## src/source/cpu_defines.svh

```systemverilog
// ==========================================================================
// Core width and size macros
// ==========================================================================

`ifndef CPU_DEFINES_SVH
`define CPU_DEFINES_SVH

// Data and instruction word
`define CPU_WORD_W 16

// Register file
`define CPU_REG_COUNT 8
`define CPU_REG_SEL_W 3

// Instruction memory, in 16-bit words
`define CPU_IMEM_DEPTH 256
`define CPU_IMEM_ADDR_W 8

`endif

```

## src/source/isaPkg.sv

```systemverilog
// ==========================================================================
// Instruction set types
// ==========================================================================

`default_nettype none

package isaPkg;

	// Major opcode, instruction bits [15:11]
	typedef enum logic [4:0] {
		opHalt   = 5'b00000,
		opNop    = 5'b00001,
		opJ      = 5'b00100,
		opAddi   = 5'b01000,
		opSubi   = 5'b01001,
		opXori   = 5'b01010,
		opAndni  = 5'b01011,
		opBeqz   = 5'b01100,
		opBnez   = 5'b01101,
		opLbi    = 5'b11000,
		opAluReg = 5'b11011
	} opcodeT;

	typedef enum logic [2:0] {
		aluAdd   = 3'd0,
		aluSub   = 3'd1,
		aluXor   = 3'd2,
		aluAndn  = 3'd3,
		aluPassB = 3'd4
	} aluOpT;

	// Register group function, bits [1:0]
	typedef enum logic [1:0] {
		funcAdd  = 2'b00,
		funcSub  = 2'b01,
		funcXor  = 2'b10,
		funcAndn = 2'b11
	} funcT;

endpackage

`default_nettype wire

```

## src/source/pipePkg.sv

```systemverilog
// ==========================================================================
// Pipeline control types
// ==========================================================================

`default_nettype none

package pipePkg;

	typedef enum logic [1:0] {
		stIdle   = 2'd0,
		stRun    = 2'd1,
		stHalted = 2'd2
	} coreStateT;

	// Operand source for EX
	typedef enum logic {
		fwdReg = 1'b0,
		fwdWb  = 1'b1
	} fwdSelT;

endpackage

`default_nettype wire

```

## src/source/executeUnit.sv

```systemverilog
// ==========================================================================
// Execute stage: forwarding, ALU, branch resolve
// ==========================================================================

`timescale 1ns/1ns
`default_nettype none

`include "cpu_defines.svh"

module executeUnit (
	input  wire [`CPU_WORD_W-1:0]     pc,
	input  wire [`CPU_WORD_W-1:0]     operandA,
	input  wire [`CPU_WORD_W-1:0]     operandB,
	input  wire [`CPU_REG_SEL_W-1:0]  srcA,
	input  wire [`CPU_REG_SEL_W-1:0]  srcB,
	input  wire isaPkg::aluOpT        aluOp,
	input  wire                       useImm,
	input  wire [`CPU_WORD_W-1:0]     imm,
	input  wire                       isBranch,
	input  wire                       branchOnZero,
	input  wire                       isJump,
	input  wire [`CPU_WORD_W-1:0]     wbResult,
	input  wire [`CPU_REG_SEL_W-1:0]  wbDest,
	input  wire                       wbWrite,
	output logic [`CPU_WORD_W-1:0]    result,
	output logic                      redirect,
	output logic [`CPU_WORD_W-1:0]    target
);

	import isaPkg::*;
	import pipePkg::*;

	fwdSelT selA;
	fwdSelT selB;
	logic [`CPU_WORD_W-1:0] opA;
	logic [`CPU_WORD_W-1:0] opB;
	logic [`CPU_WORD_W-1:0] aluB;
	logic isZero;

	// EX/WB result wins over the latched register value
	assign selA = (wbWrite && wbDest == srcA) ? fwdWb : fwdReg;
	assign selB = (wbWrite && wbDest == srcB) ? fwdWb : fwdReg;

	assign opA  = (selA == fwdWb) ? wbResult : operandA;
	assign opB  = (selB == fwdWb) ? wbResult : operandB;
	assign aluB = useImm ? imm : opB;

	always_comb begin
		case (aluOp)
			aluAdd:  result = opA + aluB;
			// Reverse subtract: second operand minus Rs
			aluSub:  result = aluB - opA;
			aluXor:  result = opA ^ aluB;
			aluAndn: result = opA & ~aluB;
			default: result = aluB;
		endcase
	end

	assign isZero = (opA == '0);

	// Displacement is relative to the next sequential PC
	assign target   = pc + `CPU_WORD_W'(2) + imm;
	assign redirect = isJump | (isBranch & (branchOnZero ? isZero : ~isZero));

endmodule

`default_nettype wire

```

## src/source/instructionDecoder.sv

```systemverilog
// ==========================================================================
// Instruction decoder
// ==========================================================================

`timescale 1ns/1ns
`default_nettype none

`include "cpu_defines.svh"

module instructionDecoder (
	input  wire [`CPU_WORD_W-1:0]     instr,
	output isaPkg::aluOpT             aluOp,
	output logic [`CPU_REG_SEL_W-1:0] srcA,
	output logic [`CPU_REG_SEL_W-1:0] srcB,
	output logic [`CPU_REG_SEL_W-1:0] dest,
	output logic                      readA,
	output logic                      readB,
	output logic                      regWrite,
	output logic                      useImm,
	output logic [`CPU_WORD_W-1:0]    imm,
	output logic                      isBranch,
	output logic                      branchOnZero,
	output logic                      isJump,
	output logic                      isHalt,
	output logic                      illegal
);

	import isaPkg::*;

	opcodeT opcode;
	funcT   func;
	logic [`CPU_WORD_W-1:0] immSext5;
	logic [`CPU_WORD_W-1:0] immZext5;
	logic [`CPU_WORD_W-1:0] immSext8;
	logic [`CPU_WORD_W-1:0] immSext11;

	assign opcode = opcodeT'(instr[15:11]);
	assign func   = funcT'(instr[1:0]);

	// Rs and Rt sit at fixed positions in every format
	assign srcA = instr[10:8];
	assign srcB = instr[7:5];

	assign immSext5  = {{(`CPU_WORD_W-5){instr[4]}}, instr[4:0]};
	assign immZext5  = {{(`CPU_WORD_W-5){1'b0}}, instr[4:0]};
	assign immSext8  = {{(`CPU_WORD_W-8){instr[7]}}, instr[7:0]};
	assign immSext11 = {{(`CPU_WORD_W-11){instr[10]}}, instr[10:0]};

	always_comb begin
		aluOp        = aluAdd;
		dest         = instr[7:5];
		readA        = 1'b0;
		readB        = 1'b0;
		regWrite     = 1'b0;
		useImm       = 1'b0;
		imm          = immSext5;
		isBranch     = 1'b0;
		branchOnZero = 1'b0;
		isJump       = 1'b0;
		isHalt       = 1'b0;
		illegal      = 1'b0;
		case (opcode)
			opHalt: isHalt = 1'b1;
			opNop: begin
			end
			opAddi, opSubi, opXori, opAndni: begin
				readA    = 1'b1;
				regWrite = 1'b1;
				useImm   = 1'b1;
				case (opcode)
					opSubi:  aluOp = aluSub;
					opXori:  aluOp = aluXor;
					opAndni: aluOp = aluAndn;
					default: aluOp = aluAdd;
				endcase
				// Logical immediates are zero extended
				if (opcode == opXori || opcode == opAndni) begin
					imm = immZext5;
				end
			end
			opLbi: begin
				aluOp    = aluPassB;
				dest     = instr[10:8];
				regWrite = 1'b1;
				useImm   = 1'b1;
				imm      = immSext8;
			end
			opAluReg: begin
				dest     = instr[4:2];
				readA    = 1'b1;
				readB    = 1'b1;
				regWrite = 1'b1;
				case (func)
					funcSub:  aluOp = aluSub;
					funcXor:  aluOp = aluXor;
					funcAndn: aluOp = aluAndn;
					default:  aluOp = aluAdd;
				endcase
			end
			opBeqz, opBnez: begin
				readA        = 1'b1;
				isBranch     = 1'b1;
				branchOnZero = (opcode == opBeqz);
				imm          = immSext8;
			end
			opJ: begin
				isJump = 1'b1;
				imm    = immSext11;
			end
			default: illegal = 1'b1;
		endcase
	end

endmodule

`default_nettype wire

```

## src/source/pipelineCore.sv

```systemverilog
// ==========================================================================
// Four-stage pipelined core
// ==========================================================================

`timescale 1ns/1ns
`default_nettype none

`include "cpu_defines.svh"

module pipelineCore (
	input  wire                        clk,
	input  wire                        rst,
	input  wire                        start,
	input  wire                        loadReq,
	input  wire [`CPU_IMEM_ADDR_W-1:0] loadAddr,
	input  wire [`CPU_WORD_W-1:0]      loadData,
	output logic                       loadAck,
	output logic                       wbValid,
	output logic [`CPU_REG_SEL_W-1:0]  wbReg,
	output logic [`CPU_WORD_W-1:0]     wbData,
	output logic                       halted,
	output logic                       err
);

	import isaPkg::*;
	import pipePkg::*;

	coreStateT state;
	logic [`CPU_WORD_W-1:0] pc;
	logic [`CPU_WORD_W-1:0] fetchWord;
	logic running;
	logic takeRedirect;
	logic stopPipe;
	logic flush;

	// IF/ID
	logic ifIdValid;
	logic [`CPU_WORD_W-1:0] ifIdInstr;
	logic [`CPU_WORD_W-1:0] ifIdPc;

	// Decode outputs
	aluOpT decAluOp;
	logic [`CPU_REG_SEL_W-1:0] decSrcA, decSrcB, decDest;
	logic decReadA, decReadB, decRegWrite, decUseImm;
	logic [`CPU_WORD_W-1:0] decImm;
	logic decIsBranch, decBranchOnZero, decIsJump, decIsHalt, decIllegal;
	logic [`CPU_WORD_W-1:0] rfDataA, rfDataB;

	// ID/EX
	logic idExValid;
	aluOpT idExAluOp;
	logic [`CPU_WORD_W-1:0] idExPc, idExOpA, idExOpB, idExImm;
	logic [`CPU_REG_SEL_W-1:0] idExSrcA, idExSrcB, idExDest;
	logic idExRegWrite, idExUseImm, idExIsBranch, idExBranchOnZero;
	logic idExIsJump, idExIsHalt, idExIllegal;

	// EX/WB
	logic [`CPU_WORD_W-1:0] exResult, exTarget;
	logic exRedirect;
	logic exWbValid, exWbRegWrite;
	logic [`CPU_REG_SEL_W-1:0] exWbDest;
	logic [`CPU_WORD_W-1:0] exWbResult;

	assign running      = (state == stRun);
	assign takeRedirect = idExValid & exRedirect;
	assign stopPipe     = idExValid & (idExIsHalt | idExIllegal);
	// Both younger slots are dropped on either event
	assign flush        = takeRedirect | stopPipe;

	always_ff @(posedge clk) begin
		if (rst) begin
			state <= stIdle;
			pc    <= '0;
			err   <= 1'b0;
		end else begin
			case (state)
				stIdle: begin
					pc <= '0;
					if (start) begin
						state <= stRun;
					end
				end
				stRun: begin
					if (takeRedirect) begin
						pc <= exTarget;
					end else if (stopPipe) begin
						state <= stHalted;
						err   <= idExIllegal;
					end else begin
						pc <= pc + `CPU_WORD_W'(2);
					end
				end
				default: state <= stHalted;
			endcase
		end
	end

	assign halted = (state == stHalted);

	programMemory imem0 (
		.clk(clk), .rst(rst), .idle(state == stIdle),
		.loadReq(loadReq), .loadAddr(loadAddr), .loadData(loadData),
		.fetchAddr(pc[`CPU_IMEM_ADDR_W:1]), .loadAck(loadAck), .fetchWord(fetchWord)
	);

	always_ff @(posedge clk) begin
		if (rst) begin
			ifIdValid <= 1'b0;
			idExValid <= 1'b0;
			exWbValid <= 1'b0;
		end else begin
			ifIdValid <= running & ~flush;
			idExValid <= ifIdValid & ~flush;
			exWbValid <= idExValid;
		end
	end

	always_ff @(posedge clk) begin
		ifIdInstr <= fetchWord;
		ifIdPc    <= pc;
	end

	instructionDecoder dec0 (
		.instr(ifIdInstr), .aluOp(decAluOp), .srcA(decSrcA), .srcB(decSrcB),
		.dest(decDest), .readA(decReadA), .readB(decReadB), .regWrite(decRegWrite),
		.useImm(decUseImm), .imm(decImm), .isBranch(decIsBranch),
		.branchOnZero(decBranchOnZero), .isJump(decIsJump), .isHalt(decIsHalt),
		.illegal(decIllegal)
	);

	registerFile rf0 (
		.clk(clk), .rst(rst), .readSelA(decSrcA), .readSelB(decSrcB),
		.writeSel(exWbDest), .writeData(exWbResult), .writeEn(wbValid),
		.readDataA(rfDataA), .readDataB(rfDataB)
	);

	always_ff @(posedge clk) begin
		idExPc           <= ifIdPc;
		// Unused operands are held at zero
		idExOpA          <= decReadA ? rfDataA : '0;
		idExOpB          <= decReadB ? rfDataB : '0;
		idExSrcA         <= decSrcA;
		idExSrcB         <= decSrcB;
		idExAluOp        <= decAluOp;
		idExDest         <= decDest;
		idExRegWrite     <= decRegWrite;
		idExUseImm       <= decUseImm;
		idExImm          <= decImm;
		idExIsBranch     <= decIsBranch;
		idExBranchOnZero <= decBranchOnZero;
		idExIsJump       <= decIsJump;
		idExIsHalt       <= decIsHalt;
		idExIllegal      <= decIllegal;
	end

	executeUnit ex0 (
		.pc(idExPc), .operandA(idExOpA), .operandB(idExOpB),
		.srcA(idExSrcA), .srcB(idExSrcB), .aluOp(idExAluOp), .useImm(idExUseImm),
		.imm(idExImm), .isBranch(idExIsBranch), .branchOnZero(idExBranchOnZero),
		.isJump(idExIsJump), .wbResult(exWbResult), .wbDest(exWbDest), .wbWrite(wbValid),
		.result(exResult), .redirect(exRedirect), .target(exTarget)
	);

	always_ff @(posedge clk) begin
		exWbRegWrite <= idExRegWrite;
		exWbDest     <= idExDest;
		exWbResult   <= exResult;
	end

	// Retired write, also the forwarding source
	assign wbValid = exWbValid & exWbRegWrite;
	assign wbReg   = exWbDest;
	assign wbData  = exWbResult;

endmodule

`default_nettype wire

```

## src/source/programMemory.sv

```systemverilog
// ==========================================================================
// Instruction RAM with load port
// ==========================================================================

`timescale 1ns/1ns
`default_nettype none

`include "cpu_defines.svh"

module programMemory (
	input  wire                          clk,
	input  wire                          rst,
	input  wire                          idle,
	input  wire                          loadReq,
	input  wire [`CPU_IMEM_ADDR_W-1:0]   loadAddr,
	input  wire [`CPU_WORD_W-1:0]        loadData,
	input  wire [`CPU_IMEM_ADDR_W-1:0]   fetchAddr,
	output logic                         loadAck,
	output logic [`CPU_WORD_W-1:0]       fetchWord
);

	logic [`CPU_WORD_W-1:0] mem [`CPU_IMEM_DEPTH];
	logic loadTake;

	// New request seen while idle and not yet acknowledged
	assign loadTake = loadReq & idle & ~loadAck;

	// Ack follows req, but only rises while idle
	always_ff @(posedge clk) begin
		if (rst) begin
			loadAck <= 1'b0;
		end else begin
			loadAck <= loadReq & (idle | loadAck);
		end
	end

	always_ff @(posedge clk) begin
		if (loadTake) begin
			mem[loadAddr] <= loadData;
		end
	end

	// Fetch is asynchronous
	assign fetchWord = mem[fetchAddr];

endmodule

`default_nettype wire

```

## src/source/registerFile.sv

```systemverilog
// ==========================================================================
// Register file with write bypass
// ==========================================================================

`timescale 1ns/1ns
`default_nettype none

`include "cpu_defines.svh"

module registerFile (
	input  wire                       clk,
	input  wire                       rst,
	input  wire [`CPU_REG_SEL_W-1:0]  readSelA,
	input  wire [`CPU_REG_SEL_W-1:0]  readSelB,
	input  wire [`CPU_REG_SEL_W-1:0]  writeSel,
	input  wire [`CPU_WORD_W-1:0]     writeData,
	input  wire                       writeEn,
	output logic [`CPU_WORD_W-1:0]    readDataA,
	output logic [`CPU_WORD_W-1:0]    readDataB
);

	logic [`CPU_WORD_W-1:0] regs [`CPU_REG_COUNT];

	always_ff @(posedge clk) begin
		if (rst) begin
			for (int i = 0; i < `CPU_REG_COUNT; i++) begin
				regs[i] <= '0;
			end
		end else if (writeEn) begin
			regs[writeSel] <= writeData;
		end
	end

	// Same-cycle write is visible to the reader
	assign readDataA = (writeEn && writeSel == readSelA) ? writeData : regs[readSelA];
	assign readDataB = (writeEn && writeSel == readSelB) ? writeData : regs[readSelB];

endmodule

`default_nettype wire

```

## config.mk

```make
export PLATFORM = sky130hd
export DESIGN_NAME = pipelineCore
export DESIGN_NICKNAME = d
export VERILOG_FILES = /design/src/source/isaPkg.sv /design/src/source/pipePkg.sv /design/src/source/executeUnit.sv /design/src/source/instructionDecoder.sv /design/src/source/pipelineCore.sv /design/src/source/programMemory.sv /design/src/source/registerFile.sv
export VERILOG_INCLUDE_DIRS = /design/src /design/src/source
export SDC_FILE = /design/constraint.sdc
export NUM_CORES = 2
export LEC_CHECK = 0
export ABC_CLOCK_PERIOD_IN_PS = 4850
export BUFFER_PORTS_ARGS = -buffer_cell sky130_fd_sc_hd__buf_4
export CAP_MARGIN = 0
export CORE_MARGIN = 2
export CORE_UTILIZATION = 35
export CTS_CLUSTER_SIZE = 24
export DETAILED_ROUTE_END_ITERATION = 6
export GPL_TIMING_DRIVEN = 0
export PLACE_DENSITY = 0.57
export SYNTH_ARGS = -nofsm -noshare
export SYNTH_HDL_FRONTEND = slang
export SYNTH_MEMORY_MAX_BITS = 65536
export SYNTH_SLANG_ARGS = --single-unit
export TNS_END_PERCENT = 5
```

## constraint.sdc

```tcl
create_clock -name clk -period 4.85 [get_ports clk]
set_input_delay 0.7275 -clock clk [delete_from_list [all_inputs] [get_ports clk]]
set_output_delay 0.7275 -clock clk [all_outputs]
set_load 0.02 [all_outputs]
```

### Word-level counts from Yosys, hierarchy flattened

Memories as Yosys holds them, arrays and structs flattened. A register that Yosys moved wholly into a read port is not among the register bits.
Index checks and enable logic that the tools add are counted.

| storage, ports and cells | value |
|---|---|
| bits in registers | 142 |
| bits in writable memories | 4224 |
| input bits | 28 |
| output and inout port bits | 23 |
| word-level logic and storage cells | 140 |
| memories | 2 |

Memories:

| name | depth | bits a word | read ports | clocked after memory_dff | write ports | line | RTL |
|---|---|---|---|---|---|---|---|
| imem0.mem | 256 | 16 | 1 | 1 | 1 | programMemory.sv:22 | `` logic [`CPU_WORD_W-1:0] mem [`CPU_IMEM_DEPTH]; `` |
| rf0.regs | 8 | 16 | 2 | 0 | 8 | registerFile.sv:22 | `` logic [`CPU_WORD_W-1:0] regs [`CPU_REG_COUNT]; `` |

| cells by class | value |
|---|---|
| $add $sub $neg | 5 |
| eq/ne operators | 26 |
| muxes and demuxes | 40 |
| bitwise logic cells | 20 |
| reductions and logical operators | 21 |

Operator list:

| operator | count |
|---|---|
| 2-to-1 mux 16 bit | 9 |
| case mux 16 bit (4 select lines) | 1 |
| case mux 16 bit (3 select lines) | 1 |
| adder 16 bit | 2 |
| adder 16 x 2 -> 16 bit, second input constant | 2 |
| case mux 16 bit (2 select lines) | 1 |
| equality test 5 x 4 -> 1 bit, second input constant | 6 |
| 2-to-1 mux 1 bit | 19 |
| bitwise AND 16 bit | 1 |
| logical NOT 16 bit | 1 |
| inverter 16 bit | 1 |
| OR reduction 16 bit | 1 |
| subtractor 16 bit | 1 |
| bitwise XOR 16 bit | 1 |
| equality test 3 bit | 4 |
| case mux 2 bit (3 select lines) | 2 |
| OR reduction 11 bit | 1 |
| equality test 5 bit, second input constant | 2 |
| bitwise AND 1 bit | 9 |
| case mux 3 bit (3 select lines) | 1 |
| OR reduction 7 bit | 1 |
| equality test 2 bit, second input constant | 3 |
| equality test 3 x 2 -> 1 bit, second input constant | 2 |
| 2-to-1 mux 2 bit | 3 |
| 25 further kinds | 37 |

### Logic depth before layout (Yosys ltp)

| depth | value |
|---|---|
| depth after elaboration | 13 |
| gate-level depth with buffers | 21 |
| gate-level depth less buffers | 18 |

### By module

From an unflattened synthesis, not the netlist that was laid out.

| second synthesis, totals | value |
|---|---|
| cells, all modules | 8693 |
| area, all modules | 173876.8 um2 |

By module, submodules not included:

| module | times used | cells each | area each (um2) | seq. area each (um2) |
|---|---|---|---|---|
| programMemory | 1 | 7369 | 158434.5 | 123018.0 |
| registerFile | 1 | 445 | 7453.4 | 3843.7 |
| pipelineCore | 1 | 331 | 4141.5 | 3143.0 |
| executeUnit | 1 | 464 | 3299.4 | 0.0 |
| instructionDecoder | 1 | 84 | 548.0 | 0.0 |

### Worst setup path before layout

No wires, ideal clock.

| timing | value |
|---|---|
| kind | register to register |
| start | reg exWbDest[1] (netlist: wbReg[1]) |
| end | reg exWbResult[15] (netlist: wbData[15]) |
| library setup time | 0.124 ns |
| arrival | 4.840 ns |
| data required time | 4.726 ns |
| slack | -0.114 ns |
| cell stages (with the launch flop) | 21 |
| path buffers | 3 |
| clock period less this slack | 4.964 ns |
| cells stage by stage | dfxtp_1 > buf_2 > xor2_1 > nor4_4 > clkbuf_1 > clkbuf_1 > mux2i_1 > ha_1 > nor4bb_1 > mux2i_1 > or2_2 > nor2_1 > nor2_1 > xnor2_1 > ha_1 > or4_1 > o21ai_0 > o21ai_0 > a31oi_1 > and3_1 > nor3_1 |

| between the ends | value |
|---|---|
| longest elaborated chain between the ends | 8 |
| elaborated cells on any way between the ends | 15 |
| classes of those cells | add/sub: 2; eq/ne: 2; mux: 6; bitwise: 3; reduce/logical: 2 |

RTL lines:

| element | line | RTL |
|---|---|---|
| start: declaration | pipelineCore.sv:61 | `` logic [`CPU_REG_SEL_W-1:0] exWbDest; `` |
| start signal: assignment | pipelineCore.sv:166 | `exWbDest <= idExDest;` |
| parallel branches: the longest is 7 deep, another holds subtractor 16 bit | - |  |
| case mux 16 bit (4 select lines) * | executeUnit.sv:49 | `case (aluOp)` |
| via ex0.result[15] | executeUnit.sv:25 | `` output logic [`CPU_WORD_W-1:0] result, `` |
| end signal: assignment | pipelineCore.sv:167 | `exWbResult <= exResult;` |
| end: declaration | pipelineCore.sv:62 | `` logic [`CPU_WORD_W-1:0] exWbResult; `` |

Mark *: on every way through the listed nets, which the timed path passes.
A chain may end at the register's enable or synchronous reset.

==> run metrics <==
Hold Slack=about 0.098 ns; Fin. Hold Viols=0; Post-synth top flop=edfxtp_1; RSZ-0062 raised after global routing=true; Die Y-Extent=700 um; area leader, netlist=edfxtp_1; max_cap viols=0; Slew headroom=8.34%; TritonCTS Buffers=~430; critical path required time=between 5 and 6 ns; r2r setup slk=-0.04 ns; Synth area leaders=edfxtp_1, mux4_2, dfxtp_1; number of synthesized register bits=4,356; most used cell, CP=mux4_2; Final GP Congestion=slightly below 0.9; 1st-pass router iterations=6; number of global-route vias before repair=82,200; met2 wire length=~230,000 um; Worst-Skew Late Latency=between 1 and 1.5 ns; die area=490,000 um^2; placed cell count=14,000; fin crit period=roughly 5 ns; static leakage=between 0.05 and 0.06 uW; routed vias/inst=between 5 and 6; Starting DRT DRC Count=10,700; Vias=81,900; Max clock buf depth=4; initial antenna violation count=37; Final TNS setup=-0.211 ns; Crit path largest cell delay=0.64 ns; Seq/Total Area, Yosys=between 70 and 80%; I/O pin cnt=51; CP delay by family, top=buffers and inverters; Highest Signal Layer=met5; WL met3=39,600 um; HP Class=in -> reg; Clock transition at path regs=0.06 ns; Detail Route Antenna Nets=0; Final setup viols=20; die width=approximately 700 um; hpwl dp=326,000 um; pwr dens=roughly 400 nW/um^2; Mean Syn Cell Area=roughly 23 um^2; worst IR drop on VDD=around 360 uV; top cell type's share of synthesized area=roughly 75%; Worst R2R Start=pc[2]; post-route insts no fill=around 15,000; Synth cell types=63; most common cell in the netlist=edfxtp_1; Critical Path, Cell by Cell=clkbuf_2, clkbuf_8, clkbuf_2, clkdlybuf4s18_2, mux4_2, mux4_2, mux4_2, a22oi_1, nand2_1; Final period util=101%; clock skew=~0.13 ns; final slew viol count=0; Synth Net Count=about 7,400; Fmax=between 200 and 250 MHz; first-pass GRT wire length=about 660,000 um; largest net degree at the start of global routing=approximately 170; Power Total=between 70,000 and 80,000 uW; Starting Density=a little over a third; buffers and inverters on the worst path=4; CTS tree=yes; critical path class=reg -> reg; drt drc=0; Routed WL per cell=32.2 um; Final Instance Area=197,000 um^2; sum of routed wire segments on met1=between 150,000 and 200,000 um; Worst Path Max Fanout=10; port buffer count=50; TritonCTS Sinks=between 4,000 and 5,000; Setup crit end kind=flip-flop; Nets=between 8,000 and 9,000; ys async rst share=0%; Total Wirelength=~480,000 um; failing checks=setup timing; worst path arrival time=5.66 ns; Cell Area, Synth=between 150,000 and 200,000 um^2; fillers=between 40,000 and 50,000; P&R area growth vs syn=16.2%; Post-synth EDFFs=~4,200; GRT Util Overall=19.1%; worst slew pin tran=1.37 ns; Hold Startpoint=loadReq; Synth warnings=0; Worst path slowest cell=mux4_2; fin worst setup slack=-0.0361 ns; outcome=finished, violations left; # rows=roughly 260; Startpoint Class=flip-flop; Root Buffer=clkbuf_16; H-tree depth=5; Commonest cells post-synth=edfxtp_1, mux4_2, nor2_1; Area after DPL=approximately 180,000 um^2; GR Overflow Total=0; CP Launch Point=pc[2]; Mapped Cells=around 7,300; share of layout cells above drive strength 1=roughly a third; core area=a little under 500,000 um^2
[sequential cells by signal (all words and copies together), names as in the netlist, 2 cells and up]
| name | cells |
|---|---|
| imem0.mem | 4096 |
| rf0.regs | 128 |
| idExOpA | 16 |
| idExOpB | 16 |
| ifIdInstr | 16 |
| wbData | 16 |
| idExImm | 11 |
| idExPc | 9 |
| ifIdPc | 9 |
| pc | 9 |
| idExAluOp | 3 |
| idExDest | 3 |
| idExSrcA | 3 |
| idExSrcB | 3 |
| wbReg | 3 |
| state | 2 |
[metrics by stage]
| step | utilization [%] | setup slack [ns] |
|---|---|---|
| finish | 40.8 | -0.0361 |
| global placement | 36.9 | -3.60 |
| floorplan | - | 0.106 |
| CTS | 40.8 | -0.155 |
| detailed placement | 37.9 | -1.41 |
| global route | 40.8 | -0.114 |
[worst paths after layout]
kind | end | cells past startpoint
worst max-delay path | ifIdInstr[2] | 9
worst min-delay path | imem0.loadAck | 2
worst max register to register | ifIdInstr[2] | 9
worst min register to register | idExPc[2] | 0
[cell families (layout without fill, tap and decap cells)]
group	Yosys count	count (layout)	share of synthesized area, %
fa+ha+maj	50	50	0.378
mux	1480	1480	19.1
compound gates	219	219	0.861
other cells	0	14	0
buf+inv	459	1515	1.08
xor+xnor	46	46	0.238
simple gates	704	704	1.93
flops	4356	4356	76.4
[power breakdown]
part	switching (uW)	internal, uW	leakage (uW)	total [uW]
sequential	199	41400	0.0392	41600
combinational	2650	1540	0.0133	4190
clock	14400	18600	0.00676	33000
total	17200	61600	0.0593	78800
[layer usage]
metal / vias up / track usage (%)
li1: 32600 / -
met1: 44800 / 26.0
met2: 3696 / 30.7
met3: 709 / 3.77
met4: 10 / 7.20
met5: - / 0
[cell type report]
| cell class | instances | area [um^2] | share of cell area (%) |
|---|---|---|---|
| clock inverter | 249 | 2560 | 1.30 |
| buffer | 416 | 2060 | 1.04 |
| inverter | 39 | 146 | 0.0743 |
| timing repair buffer | 281 | 4410 | 2.24 |
| clock buffer | 530 | 11300 | 5.73 |
| sequential | 4356 | 129000 | 65.7 |
| tap | 6425 | 8040 | 4.08 |
| antenna | 14 | 35.0 | 0.0178 |
| multi-input combinational | 2499 | 39000 | 19.8 |
[cells in the final DEF (no fill, tap or decap), types with 21 or more instances in the layout]
| cell | netlist | routed |
|---|---|---|
| ha_1 | 48 | 47 |
| clkbuf_16 | 0 | 435 |
| inv_1 | 39 | 39 |
| buf_16 | 0 | 40 |
| nor2_2 | 1 | 254 |
| dfxtp_1 | 132 | 128 |
| mux4_2 | 1408 | 1408 |
| clkdlybuf4s15_2 | 0 | 21 |
| xnor2_1 | 27 | 27 |
| nand2_1 | 103 | 103 |
| bufinv_16 | 0 | 39 |
| edfxtp_1 | 4224 | 4224 |
| clkbuf_2 | 0 | 96 |
| nor2_1 | 357 | 100 |
| buf_4 | 0 | 52 |
| mux2i_1 | 63 | 60 |
| o21ai_0 | 31 | 29 |
| clkinv_2 | 0 | 79 |
| buf_8 | 0 | 175 |
| buf_2 | 70 | 67 |
| a211oi_1 | 38 | 38 |
| and2_1 | 132 | 132 |
| clkbuf_1 | 300 | 280 |
| a22oi_1 | 40 | 39 |
| clkinv_1 | 0 | 97 |
| a21oi_1 | 51 | 51 |
[timing repair]
item / in CTS / in global routing
endpoints found under the setup margin: 392 / 130
buffers inserted: 5 / 2
cloned: 0 / 0
pin swaps: 3 / 3
hold buffers: 3 / 0
hold endpoints to repair: 26 / 0
resized for setup: 150 / 19
Power figures use the tool's default switching activity.
